==> src/hw/rvConsts.svh <==
`ifndef RV_CONSTS_SVH
`define RV_CONSTS_SVH

`define XLEN 64

`define OP_LUI    7'b0110111
`define OP_AUIPC  7'b0010111
`define OP_JAL    7'b1101111
`define OP_JALR   7'b1100111
`define OP_BRANCH 7'b1100011
`define OP_LOAD   7'b0000011
`define OP_STORE  7'b0100011
`define OP_IMM    7'b0010011
`define OP_IMM32  7'b0011011
`define OP_REG    7'b0110011
`define OP_REG32  7'b0111011
`define OP_SYSTEM 7'b1110011

`define F7_BASE   7'h00
`define F7_ALT    7'h20
`define F7_MULDIV 7'h01

// alu funct3
`define F3_ADD  3'b000
`define F3_SLL  3'b001
`define F3_SLT  3'b010
`define F3_SLTU 3'b011
`define F3_XOR  3'b100
`define F3_SR   3'b101
`define F3_OR   3'b110
`define F3_AND  3'b111

// branch funct3
`define F3_BEQ  3'b000
`define F3_BNE  3'b001
`define F3_BLT  3'b100
`define F3_BGE  3'b101
`define F3_BLTU 3'b110
`define F3_BGEU 3'b111

// muldiv funct3
`define F3_MUL  3'b000
`define F3_DIV  3'b100
`define F3_DIVU 3'b101
`define F3_REM  3'b110
`define F3_REMU 3'b111

`define RESET_PC    64'h0000_0000_8000_0000
`define INST_EBREAK 32'h0010_0073
`define DMEM_WORDS  512

`endif

==> src/hw/regFile.sv <==
`timescale 1ns/10ps
`include "rvConsts.svh"

module regFile (
    input  logic               clk,
    input  logic               rstN,
    input  logic [4:0]         rs1Addr,
    input  logic [4:0]         rs2Addr,
    input  logic [4:0]         dbgAddr,
    input  logic [4:0]         wrAddr,
    input  logic               wrEn,
    input  logic [`XLEN-1:0]   wrData,
    output logic [`XLEN-1:0]   rs1Data,
    output logic [`XLEN-1:0]   rs2Data,
    output logic [`XLEN-1:0]   dbgData
);

    logic [`XLEN-1:0] regs [1:31]; // x0 has no storage

    always_ff @(posedge clk or negedge rstN) begin
        if (!rstN) begin
            for (int i = 1; i < 32; i++) begin
                regs[i] <= '0;
            end
        end else if (wrEn && wrAddr != 5'd0) begin
            regs[wrAddr] <= wrData;
        end
    end

    assign rs1Data = (rs1Addr == 5'd0) ? '0 : regs[rs1Addr];
    assign rs2Data = (rs2Addr == 5'd0) ? '0 : regs[rs2Addr];
    assign dbgData = (dbgAddr == 5'd0) ? '0 : regs[dbgAddr];

endmodule

==> config.mk <==
export PLATFORM = sky130hd
export DESIGN_NAME = regFile
export DESIGN_NICKNAME = d
export VERILOG_FILES = /design/src/hw/regFile.sv
export VERILOG_INCLUDE_DIRS = /design/src /design/src/hw
export SDC_FILE = /design/constraint.sdc
export NUM_CORES = 2
export LEC_CHECK = 0
export ABC_CLOCK_PERIOD_IN_PS = 3400
export BUFFER_PORTS_ARGS = -buffer_cell sky130_fd_sc_hd__buf_2
export CAP_MARGIN = 20
export CORE_ASPECT_RATIO = 0.9
export CORE_MARGIN = 1
export CORE_UTILIZATION = 25
export CTS_BUF_LIST = sky130_fd_sc_hd__clkbuf_4
export DETAILED_ROUTE_END_ITERATION = 16
export GPL_TIMING_DRIVEN = 0
export PLACE_DENSITY = 0.43
export REMOVE_ABC_BUFFERS = 1
export SYNTH_ARGS = -nofsm -noshare
export SYNTH_HDL_FRONTEND = slang
export SYNTH_SLANG_ARGS = --single-unit
export TNS_END_PERCENT = 20
==> constraint.sdc <==
create_clock -name clk -period 3.4 [get_ports clk]
set_clock_uncertainty 0.1 [all_clocks]
set_input_delay 0.34 -clock clk [delete_from_list [all_inputs] [get_ports clk]]
set_output_delay 0.34 -clock clk [all_outputs]
set_load 0.01 [all_outputs]
==> flow_summary.yaml <==
global_route:
  grt_max_degree: 162
  global_route.usage.total_pct: 21.8
  first_global_vias: 93000
  grt_antenna_before_repair: 72
  grt_first_pass_wirelength_um: 756000
  overflow: 0
setup_path:
  setup.worst_path.start_class: "primary input"
  worst_setup_path_end_kind: "output pin"
  path_max_fanout: 73
  cp_slowest_cell: "nor2b_4"
  worst-setup-path-type: "in2out"
  critPathMaxStageDelay_ns: 0.84
  worstPathRequired_ns: 2.96
  crit_path_cell_trace: "buf_8, buf_16, nor2b_4, buf_12, a221oi_1, a221oi_2, nor3_2, buf_2"
  worst_ep_arrival_time_ns: 3.52
clocking:
  cts.sinks: 1984
  cts.path.max_buffers: 4
  cts.root.buffer_cell: "clkbuf_4"
  cts_inserted_buffers: 612
  clock_insertion_delay_worst_skew_ns: 1.61
  h-tree-depth: 6
  cts.clk_slew.worst_paths_ns: 0.06
  tritoncts: "built"
placed_design:
  dp.cells: 14400
  port_buffers: 278
  gp_routability_congestion: 0.753
  detailedPlacementHpwl_um: 340000
flow_run:
  timing.max_cap.violations: 0
timing:
  hold_viol_final: 0
  max_slew_margin_pct: 23.9
  rsz0062_at_grt: "true"
  setup_slack_ns: -0.564
  finalMaxSlewViolations: 0
  setup_total_negative_slack_ns: -54.78
  clock.fmax_mhz: 252
  finalSetupViolCount: 192
  worst_slew_pin_slew_ns: 1.14
  layout_worst_path_cycle_share_pct: 117
  period_needed_ns: 3.96
outcome:
  status: "complete, but fails checks"
  failing_checks: "setup timing"
finish:
  end_of_flow_core_utilization_pct: 31.0
  area_growth_pct: 23.3
  layout-drive-gt1-share_pct: 55.5
  num-nets-final: 9157
  largest_registers: "regs x1984"
  largest_reg_flops: 1984
  final_cells: 15800
  largest_register: "regs"
logic_synthesis:
  synth_top_cells_by_area: "dfrtp_1, mux2_2, mux4_2"
  ys_top_cells_by_count: "mux2_2, dfrtp_1, mux4_2"
  total_of_warnings_raised_by_yosys: 0
  synth_top_area_cell: "dfrtp_1"
  synth.avg_cell_area_um2: 14.0
  number_of_synthesized_flops_with_an_enable_pin: 0
  synth-seq-cells: 1984
  dominantRegCellSynth: "dfrtp_1"
  synth.lib_cells_used.distinct: 48
  async_flop_share_pct: 100
  netlist_area_mm2: 0.120
  postSynthCellCount: 8530
  synth_most_common_cell: "mux2_2"
  yosysTopAreaCellShare_pct: 41.5
  post_synthesis_sequential_area_ratio_pct: 41.5
die:
  die-width_um: 731
  core-area_mm2: 0.476
  floorplan.die_area_mm2: 0.482
  num_io_pins: 279
  floorplan.initialDensity_pct: 25.2
  die_height_um: 658
  std_cell_rows: 240
power:
  pnr_total_power_mw: 77.7
  power_density_mw_per_mm2: 527
  lkg_pwr_nw: 61.8
  max_ir_drop_vdd_uv: 318
detailed_routing:
  detail_route.iter0.violations: 8700
  drt_pre_antenna_iters: 8
  detail_route.wirelength_um: 547000
  drc_errors: 0
  drt-wirelength-per-cell_um: 34.6
  vias_per_cell: 5.72
  drt.antenna.violating_nets: 0
  route.vias.total: 90400
min_path:
  timing.hold.worst.class: "in2reg"
kinds of logic after synthesis:
logic type | synth area share [%]
multiplexers | 45.2
flip-flops | 41.5
AO/OA/AOI/OAI | 7.62
buffers and inverters | 3.63
AND/OR/NAND/NOR | 2.04
area by class of cell:
class                           count  area, um2
Fill cell                       47200     328000
Multi-Input combinational cell   5543      69000
Sequential cell                  1984      49600
Timing Repair Buffer              927      13600
Tap cell                         6292       7870
Clock buffer                      860       6460
Clock inverter                    168       1000
Antenna cell                       20       50.0
Inverter                            2       12.5
per-stage QoR:
| stage | hold WS, ns | setup WS [ns] | area, um2 |
|---|---|---|---|
| 2_1_floorplan | -0.0556 | -1.01 | 115000 |
| 6_report | 0.188 | -0.564 | 148000 |
| 5_1_grt | 0.161 | -0.611 | 148000 |
| 3_5_place_dp | 0.235 | -1.91 | 132000 |
| 4_1_cts | 0.0222 | -0.694 | 145000 |
| 3_3_place_gp | 0.418 | -61.10 | 125000 |
worst paths after layout:
check | startpoint | end | slack [ns] | depth (start not counted)
setup / recovery | rs1Addr[2] | rs1Data[42] | -0.56 | 8
hold reg to reg | regs[828] | regs[828] | 0.44 | 1
setup reg to reg | regs[1903] | regs[1903] | 1.95 | 2
min in group asynchronous | rstN | regs[170] | 0.39 | 13
max in group asynchronous | rstN | regs[1821] | 0.33 | 16
hold / removal | wrData[52] | regs[1012] | 0.19 | 4
worst max-delay path, delay by kind of cell:
family	cells	cell delay, ns
simple gates	2	0.99
buf+inv	4	1.25
compound gates	2	0.62
what timing repair did:
action | CTS | global route
gates resized for setup | 421 | 113
hold endpoints to repair | 3161 | 0
hold buffers | 172 | 0
setup buffers | 26 | 61
pin swaps | 154 | 102
setup endpoints to repair | 192 | 340
gates cloned | 23 | 10
placed cells by master, fill, tap and decap left out, drive strengths merged, types with 8 or more instances in the layout:
cell,count
mux4,994
a22o,82
mux2i,684
a221oi,121
buf,740
and2,10
bufbuf,22
dfrtp,1984
nor2,47
nor2b,68
clkinvlp,8
a31oi,55
inv,22
clkbuf,875
a21oi,39
o2111ai,15
a221o,148
nand3,93
o31a,28
o22ai,328
nor3,121
clkinv,128
a22oi,276
dlygate4sd3,150
a211o,15
bufinv,12
nand4,42
nand2,16
o211ai,53
mux2,2213
a211oi,9
o21ai,21
diode,20
nor4,18
where the power goes:
part           switching, mW  total, mW  internal (mW)
sequential              4.63       32.9           28.3
clock                   11.6       24.0           12.4
combinational           9.10       20.9           11.8
layer usage:
metal  GRT usage (%)  part of all wire, %  up-vias
met4            10.1                  5.2       24
met5               0                0.028        -
li1                -                    -    35700
met2            34.1                   45     4563
met3            4.54                  7.5     1295
met1            29.0                   42    48800
No activity file was read; power rests on OpenSTA's default activity.
