$ cat src/hw/rvConsts.svh
`ifndef RV_CONSTS_SVH
`define RV_CONSTS_SVH

`define XLEN 64

`define OP_LUI    7'b0110111
`define OP_AUIPC  7'b0010111
`define OP_JAL    7'b1101111
`define OP_JALR   7'b1100111
`define OP_BRANCH 7'b1100011
`define OP_LOAD   7'b0000011
`define OP_STORE  7'b0100011
`define OP_IMM    7'b0010011
`define OP_IMM32  7'b0011011
`define OP_REG    7'b0110011
`define OP_REG32  7'b0111011
`define OP_SYSTEM 7'b1110011

`define F7_BASE   7'h00
`define F7_ALT    7'h20
`define F7_MULDIV 7'h01

// alu funct3
`define F3_ADD  3'b000
`define F3_SLL  3'b001
`define F3_SLT  3'b010
`define F3_SLTU 3'b011
`define F3_XOR  3'b100
`define F3_SR   3'b101
`define F3_OR   3'b110
`define F3_AND  3'b111

// branch funct3
`define F3_BEQ  3'b000
`define F3_BNE  3'b001
`define F3_BLT  3'b100
`define F3_BGE  3'b101
`define F3_BLTU 3'b110
`define F3_BGEU 3'b111

// muldiv funct3
`define F3_MUL  3'b000
`define F3_DIV  3'b100
`define F3_DIVU 3'b101
`define F3_REM  3'b110
`define F3_REMU 3'b111

`define RESET_PC    64'h0000_0000_8000_0000
`define INST_EBREAK 32'h0010_0073
`define DMEM_WORDS  512

`endif

$ cat src/hw/rvPkg.sv
package rvPkg;

    typedef struct packed {
        logic [6:0] funct7;
        logic [4:0] rs2;
        logic [4:0] rs1;
        logic [2:0] funct3;
        logic [4:0] rd;
        logic [6:0] opcode;
    } rvInstR_t;

    typedef struct packed {
        logic [11:0] imm12;
        logic [4:0]  rs1;
        logic [2:0]  funct3;
        logic [4:0]  rd;
        logic [6:0]  opcode;
    } rvInstI_t;

    typedef struct packed {
        logic [6:0] immHi;
        logic [4:0] rs2;
        logic [4:0] rs1;
        logic [2:0] funct3;
        logic [4:0] immLo;
        logic [6:0] opcode;
    } rvInstS_t;

    typedef struct packed {
        logic       imm12;
        logic [5:0] imm10to5;
        logic [4:0] rs2;
        logic [4:0] rs1;
        logic [2:0] funct3;
        logic [3:0] imm4to1;
        logic       imm11;
        logic [6:0] opcode;
    } rvInstB_t;

    typedef struct packed {
        logic [19:0] imm20;
        logic [4:0]  rd;
        logic [6:0]  opcode;
    } rvInstU_t;

    typedef struct packed {
        logic       imm20;
        logic [9:0] imm10to1;
        logic       imm11;
        logic [7:0] imm19to12;
        logic [4:0] rd;
        logic [6:0] opcode;
    } rvInstJ_t;

    // one instruction word, six format views
    typedef union packed {
        rvInstR_t r;
        rvInstI_t i;
        rvInstS_t s;
        rvInstB_t b;
        rvInstU_t u;
        rvInstJ_t j;
    } rvInst_u;

endpackage

$ cat src/hw/pcUnit.sv
`timescale 1ns/10ps
`include "rvConsts.svh"

module pcUnit import rvPkg::*; (
    input  logic               clk,
    input  logic               rstN,
    input  rvInst_u            inst,
    input  logic               redirect,
    input  logic [`XLEN-1:0]   redirectPc,
    output logic [`XLEN-1:0]   pc,
    output logic               halted
);

    logic isEbreak;

    assign isEbreak = inst == `INST_EBREAK;

    always_ff @(posedge clk or negedge rstN) begin
        if (!rstN) begin
            pc     <= `RESET_PC;
            halted <= 1'b0;
        end else if (!halted) begin
            if (isEbreak) begin
                halted <= 1'b1; // pc stays on the ebreak
            end else if (redirect) begin
                pc <= redirectPc;
            end else begin
                pc <= pc + 64'd4;
            end
        end
    end

endmodule

$ cat config.mk
export PLATFORM = sky130hd
export DESIGN_NAME = pcUnit
export DESIGN_NICKNAME = d
export VERILOG_FILES = /design/src/hw/rvPkg.sv /design/src/hw/pcUnit.sv
export VERILOG_INCLUDE_DIRS = /design/src /design/src/hw
export SDC_FILE = /design/constraint.sdc
export NUM_CORES = 1
export LEC_CHECK = 0
export ABC_AREA = 1
export BUFFER_PORTS_ARGS = -buffer_cell sky130_fd_sc_hd__buf_2
export CAP_MARGIN = 30
export CORE_MARGIN = 5
export CORE_UTILIZATION = 30
export DETAILED_ROUTE_END_ITERATION = 16
export PLACE_DENSITY = 0.6
export SETUP_SLACK_MARGIN = 0.05
export SYNTH_ARGS = -nofsm -noshare
export SYNTH_HDL_FRONTEND = slang
export SYNTH_SLANG_ARGS = --single-unit
$ cat constraint.sdc
create_clock -name clk -period 1.48 [get_ports clk]
set_input_delay 0.074 -clock clk [delete_from_list [all_inputs] [get_ports clk]]
set_output_delay 0.074 -clock clk [all_outputs]
set_load 0.01 [all_outputs]
==> results of run 1 <==
==> Yosys cell counts (all sizes together) <==
| library cell | instances |
|---|---|
| dfrtp | 64 |
| xnor2 | 3 |
| clkinv | 1 |
| or2 | 3 |
| buf | 13 |
| a21oi | 1 |
| a31oi | 2 |
| o21ai | 56 |
| inv | 107 |
| ha | 1 |
| nand3 | 90 |
| clkbuf | 14 |
| nand2 | 363 |
| xor2 | 9 |
| o211ai | 5 |
| nand4 | 10 |
| dfstp | 1 |
| nor3 | 3 |
| nand3b | 3 |
| nor2 | 200 |
==> layout make-up <==
cell class / instances / area share [%]
multi-input combinational: 749 / 44.1
timing repair buffer: 355 / 26.6
sequential: 65 / 18.1
inverter: 108 / 4.50
tap: 229 / 3.15
clock buffer: 14 / 2.90
clock inverter: 2 / 0.660
==> flip-flops by register name, indices dropped and copies added (netlist names) <==
signal / cells
pc: 64
halted: 1
==> power groups by stage <==
stage / Sequential (mW) / Clock [mW] / Combinational [mW]
floorplan: 1.90 / 0 / 0.261
global placement: 1.88 / 0 / 0.664
detailed placement: 1.88 / 0 / 0.671
CTS: 1.85 / 2.46 / 0.713
global route: 1.85 / 2.52 / 0.814
finish: 1.85 / 2.42 / 0.736
==> worst max-delay path: cells and delay by family, from the launching register on <==
kind,cells,cell delay (ns)
flip-flops,1,0.41
AND/OR/NAND/NOR,6,0.75
buffers and inverters,2,0.11
AO/OA/AOI/OAI,1,0.11
adder cells (fa/ha/maj),1,0.16
==> cell families after synthesis <==
| family | Yosys count | share of synthesized area, % |
|---|---|---|
| compound gates | 64 | 6.13 |
| simple gates | 672 | 52.0 |
| xor+xnor | 12 | 1.92 |
| buf+inv | 135 | 9.91 |
| fa+ha+maj | 1 | 0.229 |
| flops | 65 | 29.8 |
==> layer usage <==
layer	global-route usage [%]	vias to the layer above	part of all wire [%]
met4	7.02	0	2.6
met5	0	-	0
met1	28.0	3297	45
li1	-	3617	-
met3	5.05	40	6.4
met2	33.2	214	46
==> repair_timing <==
action | CTS | global route
buffers inserted | 18 | 10
resized for setup | 82 | 137
hold buffers | 9 | 0
pin swaps | 27 | 81
endpoints found under the hold margin | 72 | 0
endpoints found under the setup margin | 54 | 57
==> path summary, 6_finish.rpt <==
check	end	slack, ns	cells after the start
min in group asynchronous	pc[4]$_DFFE_PN0N_	0.28	3
max in group asynchronous	pc[31]$_DFFE_PN1N_	0.87	3
worst max register to register	pc[22]$_DFFE_PN0N_	-0.17	10
worst max-delay path	pc[22]$_DFFE_PN0N_	-0.17	10
worst min register to register	pc[0]$_DFFE_PN0P_	0.51	2
worst min-delay path	pc[11]$_DFFE_PN0N_	-0.01	3
==> stage by stage <==
stage | util, % | power (mW)
after CTS | 47.9 | 5.01
after floorplan | - | 2.16
after global placement | 43.2 | 2.54
after global routing | 50.7 | 5.18
final | 50.7 | 5.01
after detailed placement | 43.2 | 2.55
==> out/qor.yml, run 1 <==
outcome:
  status: "complete, but fails checks"
  violations: "hold timing, setup timing"
global_route:
  grt_pass1_wl_um: 35900
  grt_max_degree: 66
  grt_pass1_vias: 6963
  antenna_found_initial: 0
  track_usage_pct: 20.9
  globalRouteOverflowTotal: 0
cts:
  cts.sinks: 65
  clkTransAtPathRegs_ns: 0.06
  numCtsBuffers: 9
  htree_levels: 3
  cts_tree: "done"
  clockBufferDepth: 2
  cts_root_buffer: "clkbuf_16"
  worstSkewPairLatency_ns: 0.36
worst_setup_path:
  path_max_fanout: 5
  required_ns: 1.72
  crit_start: "pc[3]$_DFFE_PN0N_"
  crit_path_top_delay_cell: "dfrtp_2"
  r2r_start: "pc[3]$_DFFE_PN0N_"
  critPathCaptureType: "flip-flop"
  start_kind: "flip-flop"
  cp.arrival_ns: 1.90
  crit_type: "reg -> reg"
  cpPeakStageDelay_ns: 0.41
  crit_chain: "ha_4 > nand2_4 > nor2_8 > nand3_4 > nor2_4 > inv_2 > o21ai_2 > nand3_1 > nand2_1 > inv_1"
cells_and_area:
  final_area_um2: 9100
  drive_above_1_share_pct: 43.2
  multi_input_area_um2: 4010
  finalNonFillerCells: 1522
  antennaDiodeCount: 0
  regArea_um2: 1640
  most-common-layout-cells: "nand2_1, buf_2, buf_4"
  fillerInstances: 1799
  nets: 1388
  layout_commonest_cell: "nand2_1"
  syn2layout_area_growth_pct: 66.4
min_path:
  holdCritStartpoint: "redirectPc[11]"
  hold_path_class: "in -> reg"
timing:
  post-route-min-period_ns: 1.65
  setup_viol: 48
  slew_violations: 0
  worst_pin_slew_ns: 0.415
  relSlewSlack_pct: 72.4
  final.setup.tns_ns: -5.14
  clock_skew_ns: 0.0101
  timing.hold.ws_ns: -0.0124
  rsz0062_at_grt: "true"
  fin_ws_ns: -0.172
  period_share_pct: 112
  fmax_mhz: 605
  hold_violations: 1
power:
  power_density_nw_per_um2: 550
  p_clk_share_pct: 48.4
  p_seq_share_pct: 36.9
  p_int_mw: 3.73
  ir_drop_uv: 585
  sw_frac_of_total_pct: 25.5
  combPwrFrac_pct: 14.7
  power.switching_mw: 1.28
  leakage_nw: 4.91
route:
  drtAntennaViolNets: 0
  drt_iter0_markers: 471
  wl_per_cell_um: 15.1
  wl_um: 23000
  first_pass_iters: 7
  drc: 0
  num_vias: 7168
  detail_route.vias_per_cell: 4.71
yosys:
  synth_warnings: 0
  syn-cell-area_um2: 5470
  syn_area_per_cell_um2: 5.76
  ys_seq_elements: 65
  seq_area_frac_synth_pct: 29.8
  synthTopCellsByArea: "dfrtp_1, nand2_1, nor2_1"
  synth_cells: 949
  yosysTopAreaCellShare_pct: 29.3
  syn_nets: 1049
  synth_area_leader_cell: "dfrtp_1"
  synth.distinct_cells: 33
place:
  hpwl_um: 17500
  place_ws_ns: -0.271
  dpl_cell_area_um2: 7760
  io_buffers: 163
  gp_congestion: 0.907
  dp.cells: 1471
floorplan:
  die_area_um2: 21000
  die_y_um: 145
  rows: 49
  die_w_um: 145
  core-area_um2: 18000
  pin_count: 164
  initial_core_util_pct: 30.4
job:
  cap_violations: 0
Note: power is estimated with default switching activity, not from simulation.
==> run 2: changes to the inputs <==
--- a/config.mk
+++ b/config.mk
@@ -13,7 +13,6 @@
 export CORE_UTILIZATION = 30
 export DETAILED_ROUTE_END_ITERATION = 16
 export PLACE_DENSITY = 0.6
-export SETUP_SLACK_MARGIN = 0.05
 export SYNTH_ARGS = -nofsm -noshare
 export SYNTH_HDL_FRONTEND = slang
 export SYNTH_SLANG_ARGS = --single-unit
==> out/qor.yml, run 2 (synthesis gave the netlist of run 1 again) <==
outcome:
  status: "complete, but fails checks"
  violations: "hold timing, setup timing"
cts:
  worstSkewPairLatency_ns: 0.35
  numCtsBuffers: 9
  cts_root_buffer: "clkbuf_16"
  clockBufferDepth: 2
  htree_levels: 3
  clkTransAtPathRegs_ns: 0.06
  cts_tree: "done"
  cts.sinks: 65
global_route:
  grt_pass1_vias: 7022
  globalRouteOverflowTotal: 0
  grt_pass1_wl_um: 35900
  antenna_found_initial: 0
  track_usage_pct: 20.9
  grt_max_degree: 66
cells_and_area:
  antennaDiodeCount: 0
  regMostFlops: "pc"
  drive_above_1_share_pct: 43.9
  largest_register_ffs: 64
  layout_commonest_cell: "nand2_1"
  fillerInstances: 1841
  syn2layout_area_growth_pct: 68.0
  nets: 1400
  most-common-layout-cells: "nand2_1, buf_4, buf_2"
  fin_util_pct: 51.1
  top_regs: "pc x64, halted x1"
floorplan:
  core-area_um2: 18000
  initial_core_util_pct: 30.4
  die_y_um: 145
  rows: 49
  die_area_um2: 21000
  pin_count: 164
  die_w_um: 145
worst_setup_path:
  required_ns: 1.73
  path_max_fanout: 5
  crit_type: "reg -> reg"
  critPathCaptureType: "flip-flop"
  cp.arrival_ns: 1.97
  start_kind: "flip-flop"
power:
  p_clk_share_pct: 46.0
  power_density_nw_per_um2: 526
  finalPower_mw: 4.83
  combPwrFrac_pct: 15.6
  leakage_nw: 4.93
  ir_drop_uv: 561
  p_int_mw: 3.52
  power.switching_mw: 1.31
  p_seq_share_pct: 38.4
  sw_frac_of_total_pct: 27.2
timing:
  period_share_pct: 116
  fmax_mhz: 582
  hold_violations: 1
  relSlewSlack_pct: 74.3
  post-route-min-period_ns: 1.72
  timing.hold.ws_ns: -0.0151
  slew_violations: 0
  worst_pin_slew_ns: 0.385
  clock_skew_ns: 0.0103
  rsz0062_at_grt: "true"
  fin_ws_ns: -0.237
  setup_viol: 50
route:
  first_pass_iters: 5
  wl_per_cell_um: 14.7
  drt_iter0_markers: 465
  drc: 0
  detail_route.vias_per_cell: 4.65
  wl_um: 22500
  num_vias: 7127
  drtAntennaViolNets: 0
place:
  hpwl_um: 17300
  io_buffers: 163
  gp_congestion: 0.906
job:
  cap_violations: 0
min_path:
  hold_path_class: "in -> reg"
run 2: changes by cell type in the layout (fill, tap and decap cells not counted), moves of 5 or more:
cell,delta
buf_4,+17
nand2_2,+12
nand2_1,-11
nor2_2,-11
buf_6,-6
nor2_4,+6
o21ai_1,+6
o21ai_2,-6
nor2_1,+5
run 2: path summary, 6_finish.rpt:
check                             startpoint                 end  slack [ns]  depth (start not counted)
hold reg to reg            pc[0]$_DFFE_PN0P_   pc[0]$_DFFE_PN0P_        0.51                          2
min in group asynchronous               rstN   pc[4]$_DFFE_PN0N_        0.28                          3
max in group asynchronous               rstN  pc[31]$_DFFE_PN1N_        0.87                          3
setup / recovery           pc[2]$_DFFE_PN0N_  pc[22]$_DFFE_PN0N_       -0.24                         10
hold / removal                redirectPc[14]  pc[14]$_DFFE_PN0N_       -0.02                          3
setup reg to reg           pc[2]$_DFFE_PN0N_  pc[22]$_DFFE_PN0N_       -0.24                         10
run 2: metal layers:
| metal | vias to the layer above | wire length [µm] | global-route usage (%) |
|---|---|---|---|
| met3 | 30 | 1360 | 4.33 |
| met1 | 3261 | 10100 | 28.1 |
| li1 | 3645 | - | - |
| met4 | 0 | 393 | 5.18 |
| met5 | - | 0 | 0 |
| met2 | 191 | 10700 | 34.2 |
run 2: power groups by stage:
stage / registers, mW / clock network, mW / logic (mW)
after floorplan: 1.90 / 0 / 0.259
after global placement: 1.88 / 0 / 0.663
after detailed placement: 1.88 / 0 / 0.668
after CTS: 1.85 / 2.23 / 0.717
after global routing: 1.86 / 2.30 / 0.833
final: 1.85 / 2.22 / 0.753
run 2: area by class of cell:
type                       instances  area [µm²]  share of cell area [%]
sequential                        65        1640                    17.9
clock buffer                      11         243                    2.64
multi-input combinational        749        4040                    44.0
tap                              229         287                    3.12
timing repair buffer             367        2510                    27.4
clock inverter                     5        55.1                   0.599
inverter                         108         409                    4.46
run 2: critical path: stages, from the launching register on:
cell and delay [ns]:
dfrtp_2 0.40, ha_4 0.16, nand2_4 0.07, nor2_8 0.19, nand3_4 0.12, nor2_4 0.26
inv_2 0.07, o21ai_1 0.14, nand3_1 0.10, nand2_1 0.07, inv_1 0.04
run 2: repair_timing:
item / CTS / global route
resized for setup: 95 / 138
endpoints found under the setup margin: 52 / 55
cloned: 0 / 0
hold buffers: 8 / 0
setup buffers: 21 / 11
pin swaps: 39 / 72
endpoints found under the hold margin: 71 / 0
run 2: through the flow:
step	cells	setup WS (ns)	setup TNS, ns	instance area, µm²
6_report	1534	-0.237	-5.69	9180
5_1_grt	1534	-0.334	-11.20	9180
4_1_cts	1524	-0.151	-3.91	8640
3_5_place_dp	1479	-0.303	-7.94	7800
3_3_place_gp	1479	-0.317	-6.74	7800
2_1_floorplan	949	-0.0625	-0.775	5510
==> run 3: changes to the inputs <==
==> constraint.sdc (replaced) <==
create_clock -name clk -period 1.47 [get_ports clk]
set_input_delay 0.0735 -clock clk [delete_from_list [all_inputs] [get_ports clk]]
set_output_delay 0.0735 -clock clk [all_outputs]
set_load 0.01 [all_outputs]
==> out/qor.yml, run 3 (synthesis gave the netlist of run 1 again) <==
floorplan:
  core-area_um2: 18000
  die_y_um: 145
  pin_count: 164
  die_area_um2: 21000
  die_w_um: 145
  rows: 49
  initial_core_util_pct: 30.4
min_path:
  hold_path_class: "in -> reg"
  holdCritStartpoint: "redirectPc[14]"
timing:
  hold_violations: 0
  final.setup.tns_ns: -6.67
  clock_skew_ns: 0.00928
  fin_ws_ns: -0.200
  post-route-min-period_ns: 1.67
  worst_pin_slew_ns: 0.405
  fmax_mhz: 599
  relSlewSlack_pct: 73.0
  timing.hold.ws_ns: 0.00501
  slew_violations: 0
  rsz0062_at_grt: "true"
  setup_viol: 52
  period_share_pct: 114
place:
  io_buffers: 163
  gp_congestion: 0.886
  hpwl_um: 17500
  dp.cells: 1472
outcome:
  status: "complete, but fails checks"
  violations: "setup timing"
power:
  power_density_nw_per_um2: 520
  finalPower_mw: 4.64
  ir_drop_uv: 505
  leakage_nw: 4.84
cells_and_area:
  top_regs: "pc x64, halted x1"
  antennaDiodeCount: 0
  fillerInstances: 1875
  nets: 1387
  fin_util_pct: 49.7
  largest_register_ffs: 64
  finalNonFillerCells: 1521
  syn2layout_area_growth_pct: 63.3
  layout_commonest_cell: "nand2_1"
  regMostFlops: "pc"
  drive_above_1_share_pct: 41.6
  most-common-layout-cells: "nand2_1, buf_4, buf_2"
route:
  drt_iter0_markers: 370
  num_vias: 7091
  drc: 0
  wl_per_cell_um: 14.9
  detail_route.vias_per_cell: 4.66
  wl_um: 22700
  first_pass_iters: 6
  drtAntennaViolNets: 0
cts:
  cts.sinks: 65
  numCtsBuffers: 9
  worstSkewPairLatency_ns: 0.35
  cts_root_buffer: "clkbuf_16"
  cts_tree: "done"
  clockBufferDepth: 2
  clkTransAtPathRegs_ns: 0.06
  htree_levels: 3
worst_setup_path:
  cp.arrival_ns: 1.90
  critPathCaptureType: "flip-flop"
  crit_type: "reg -> reg"
  crit_top_cell: "nand2_1"
  start_kind: "flip-flop"
  required_ns: 1.70
  crit_path_top_delay_cell: "dfstp_2"
  cpPeakStageDelay_ns: 0.58
  path_max_fanout: 3
  crit_chain: "nand2_4 > nor2_4 > buf_4 > nand2_4 > nor2_4 > buf_6 > nand3_1 > nand2_1 > nand3_1 > nand2_1 > nand2_1"
  r2r_start: "pc[31]$_DFFE_PN1N_"
  crit_start: "pc[31]$_DFFE_PN1N_"
global_route:
  globalRouteOverflowTotal: 0
  grt_pass1_vias: 6841
  antenna_found_initial: 0
  grt_max_degree: 66
  track_usage_pct: 20.7
  grt_pass1_wl_um: 35600
job:
  cap_violations: 0
==> run 3: worst paths after layout <==
check / end / slack (ns) / depth (start not counted)
worst max-delay path: pc[52]$_DFFE_PN0N_ / -0.20 / 11
worst min-delay path: pc[14]$_DFFE_PN0N_ / 0.005 / 3
worst max register to register: pc[52]$_DFFE_PN0N_ / -0.20 / 11
worst min register to register: pc[1]$_DFFE_PN0P_ / 0.52 / 2
max in group asynchronous: pc[31]$_DFFE_PN1N_ / 0.82 / 3
min in group asynchronous: pc[4]$_DFFE_PN0N_ / 0.28 / 3
==> run 3: repair_timing <==
action / 4_1_cts / 5_1_grt
endpoints found under the setup margin: 52 / 55
buffers inserted: 14 / 16
pin swaps: 47 / 45
hold buffers: 7 / 0
hold endpoints to repair: 70 / 0
gates resized for setup: 77 / 119
==> run 3: cell type report <==
type                       instances  area, µm²  share of cell area [%]
clock buffer                      11        243                    2.72
clock inverter                     5       31.3                   0.350
inverter                         108        408                    4.57
multi-input combinational        749       3930                    44.0
sequential                        65       1630                    18.3
tap                              229        287                    3.21
timing repair buffer             354       2400                    26.9
==> run 3: layer usage <==
| layer | track usage, % | share of wire [%] | vias to the layer above | wire length, µm |
|---|---|---|---|---|
| met5 | 0 | 0 | - | 0 |
| met4 | 4.38 | 1.2 | 0 | 273 |
| met3 | 3.59 | 5.6 | 19 | 1270 |
| met2 | 34.7 | 48 | 194 | 10800 |
| met1 | 28.2 | 46 | 3260 | 10400 |
| li1 | - | - | 3618 | - |
==> run 3: per-stage QoR <==
step | worst slack [ns] | cell area (µm²)
2_1_floorplan | -0.0725 | 5510
3_3_place_gp | -0.371 | 7750
3_5_place_dp | -0.354 | 7750
4_1_cts | -0.167 | 8430
5_1_grt | -0.359 | 8930
6_report | -0.200 | 8930
==> run 3: worst max-delay path: cells and delay by family, from the launching register on <==
kind / cells / cell delay, ns
AND/OR/NAND/NOR: 9 / 0.73
buffers and inverters: 2 / 0.25
flip-flops: 1 / 0.58
==> run 3: power breakdown <==
part	switching, mW	total (mW)	internal [mW]
Clock	0.869	2.05	1.18
Combinational	0.386	0.731	0.345
Sequential	0.0378	1.86	1.82
Total	1.29	4.64	3.35
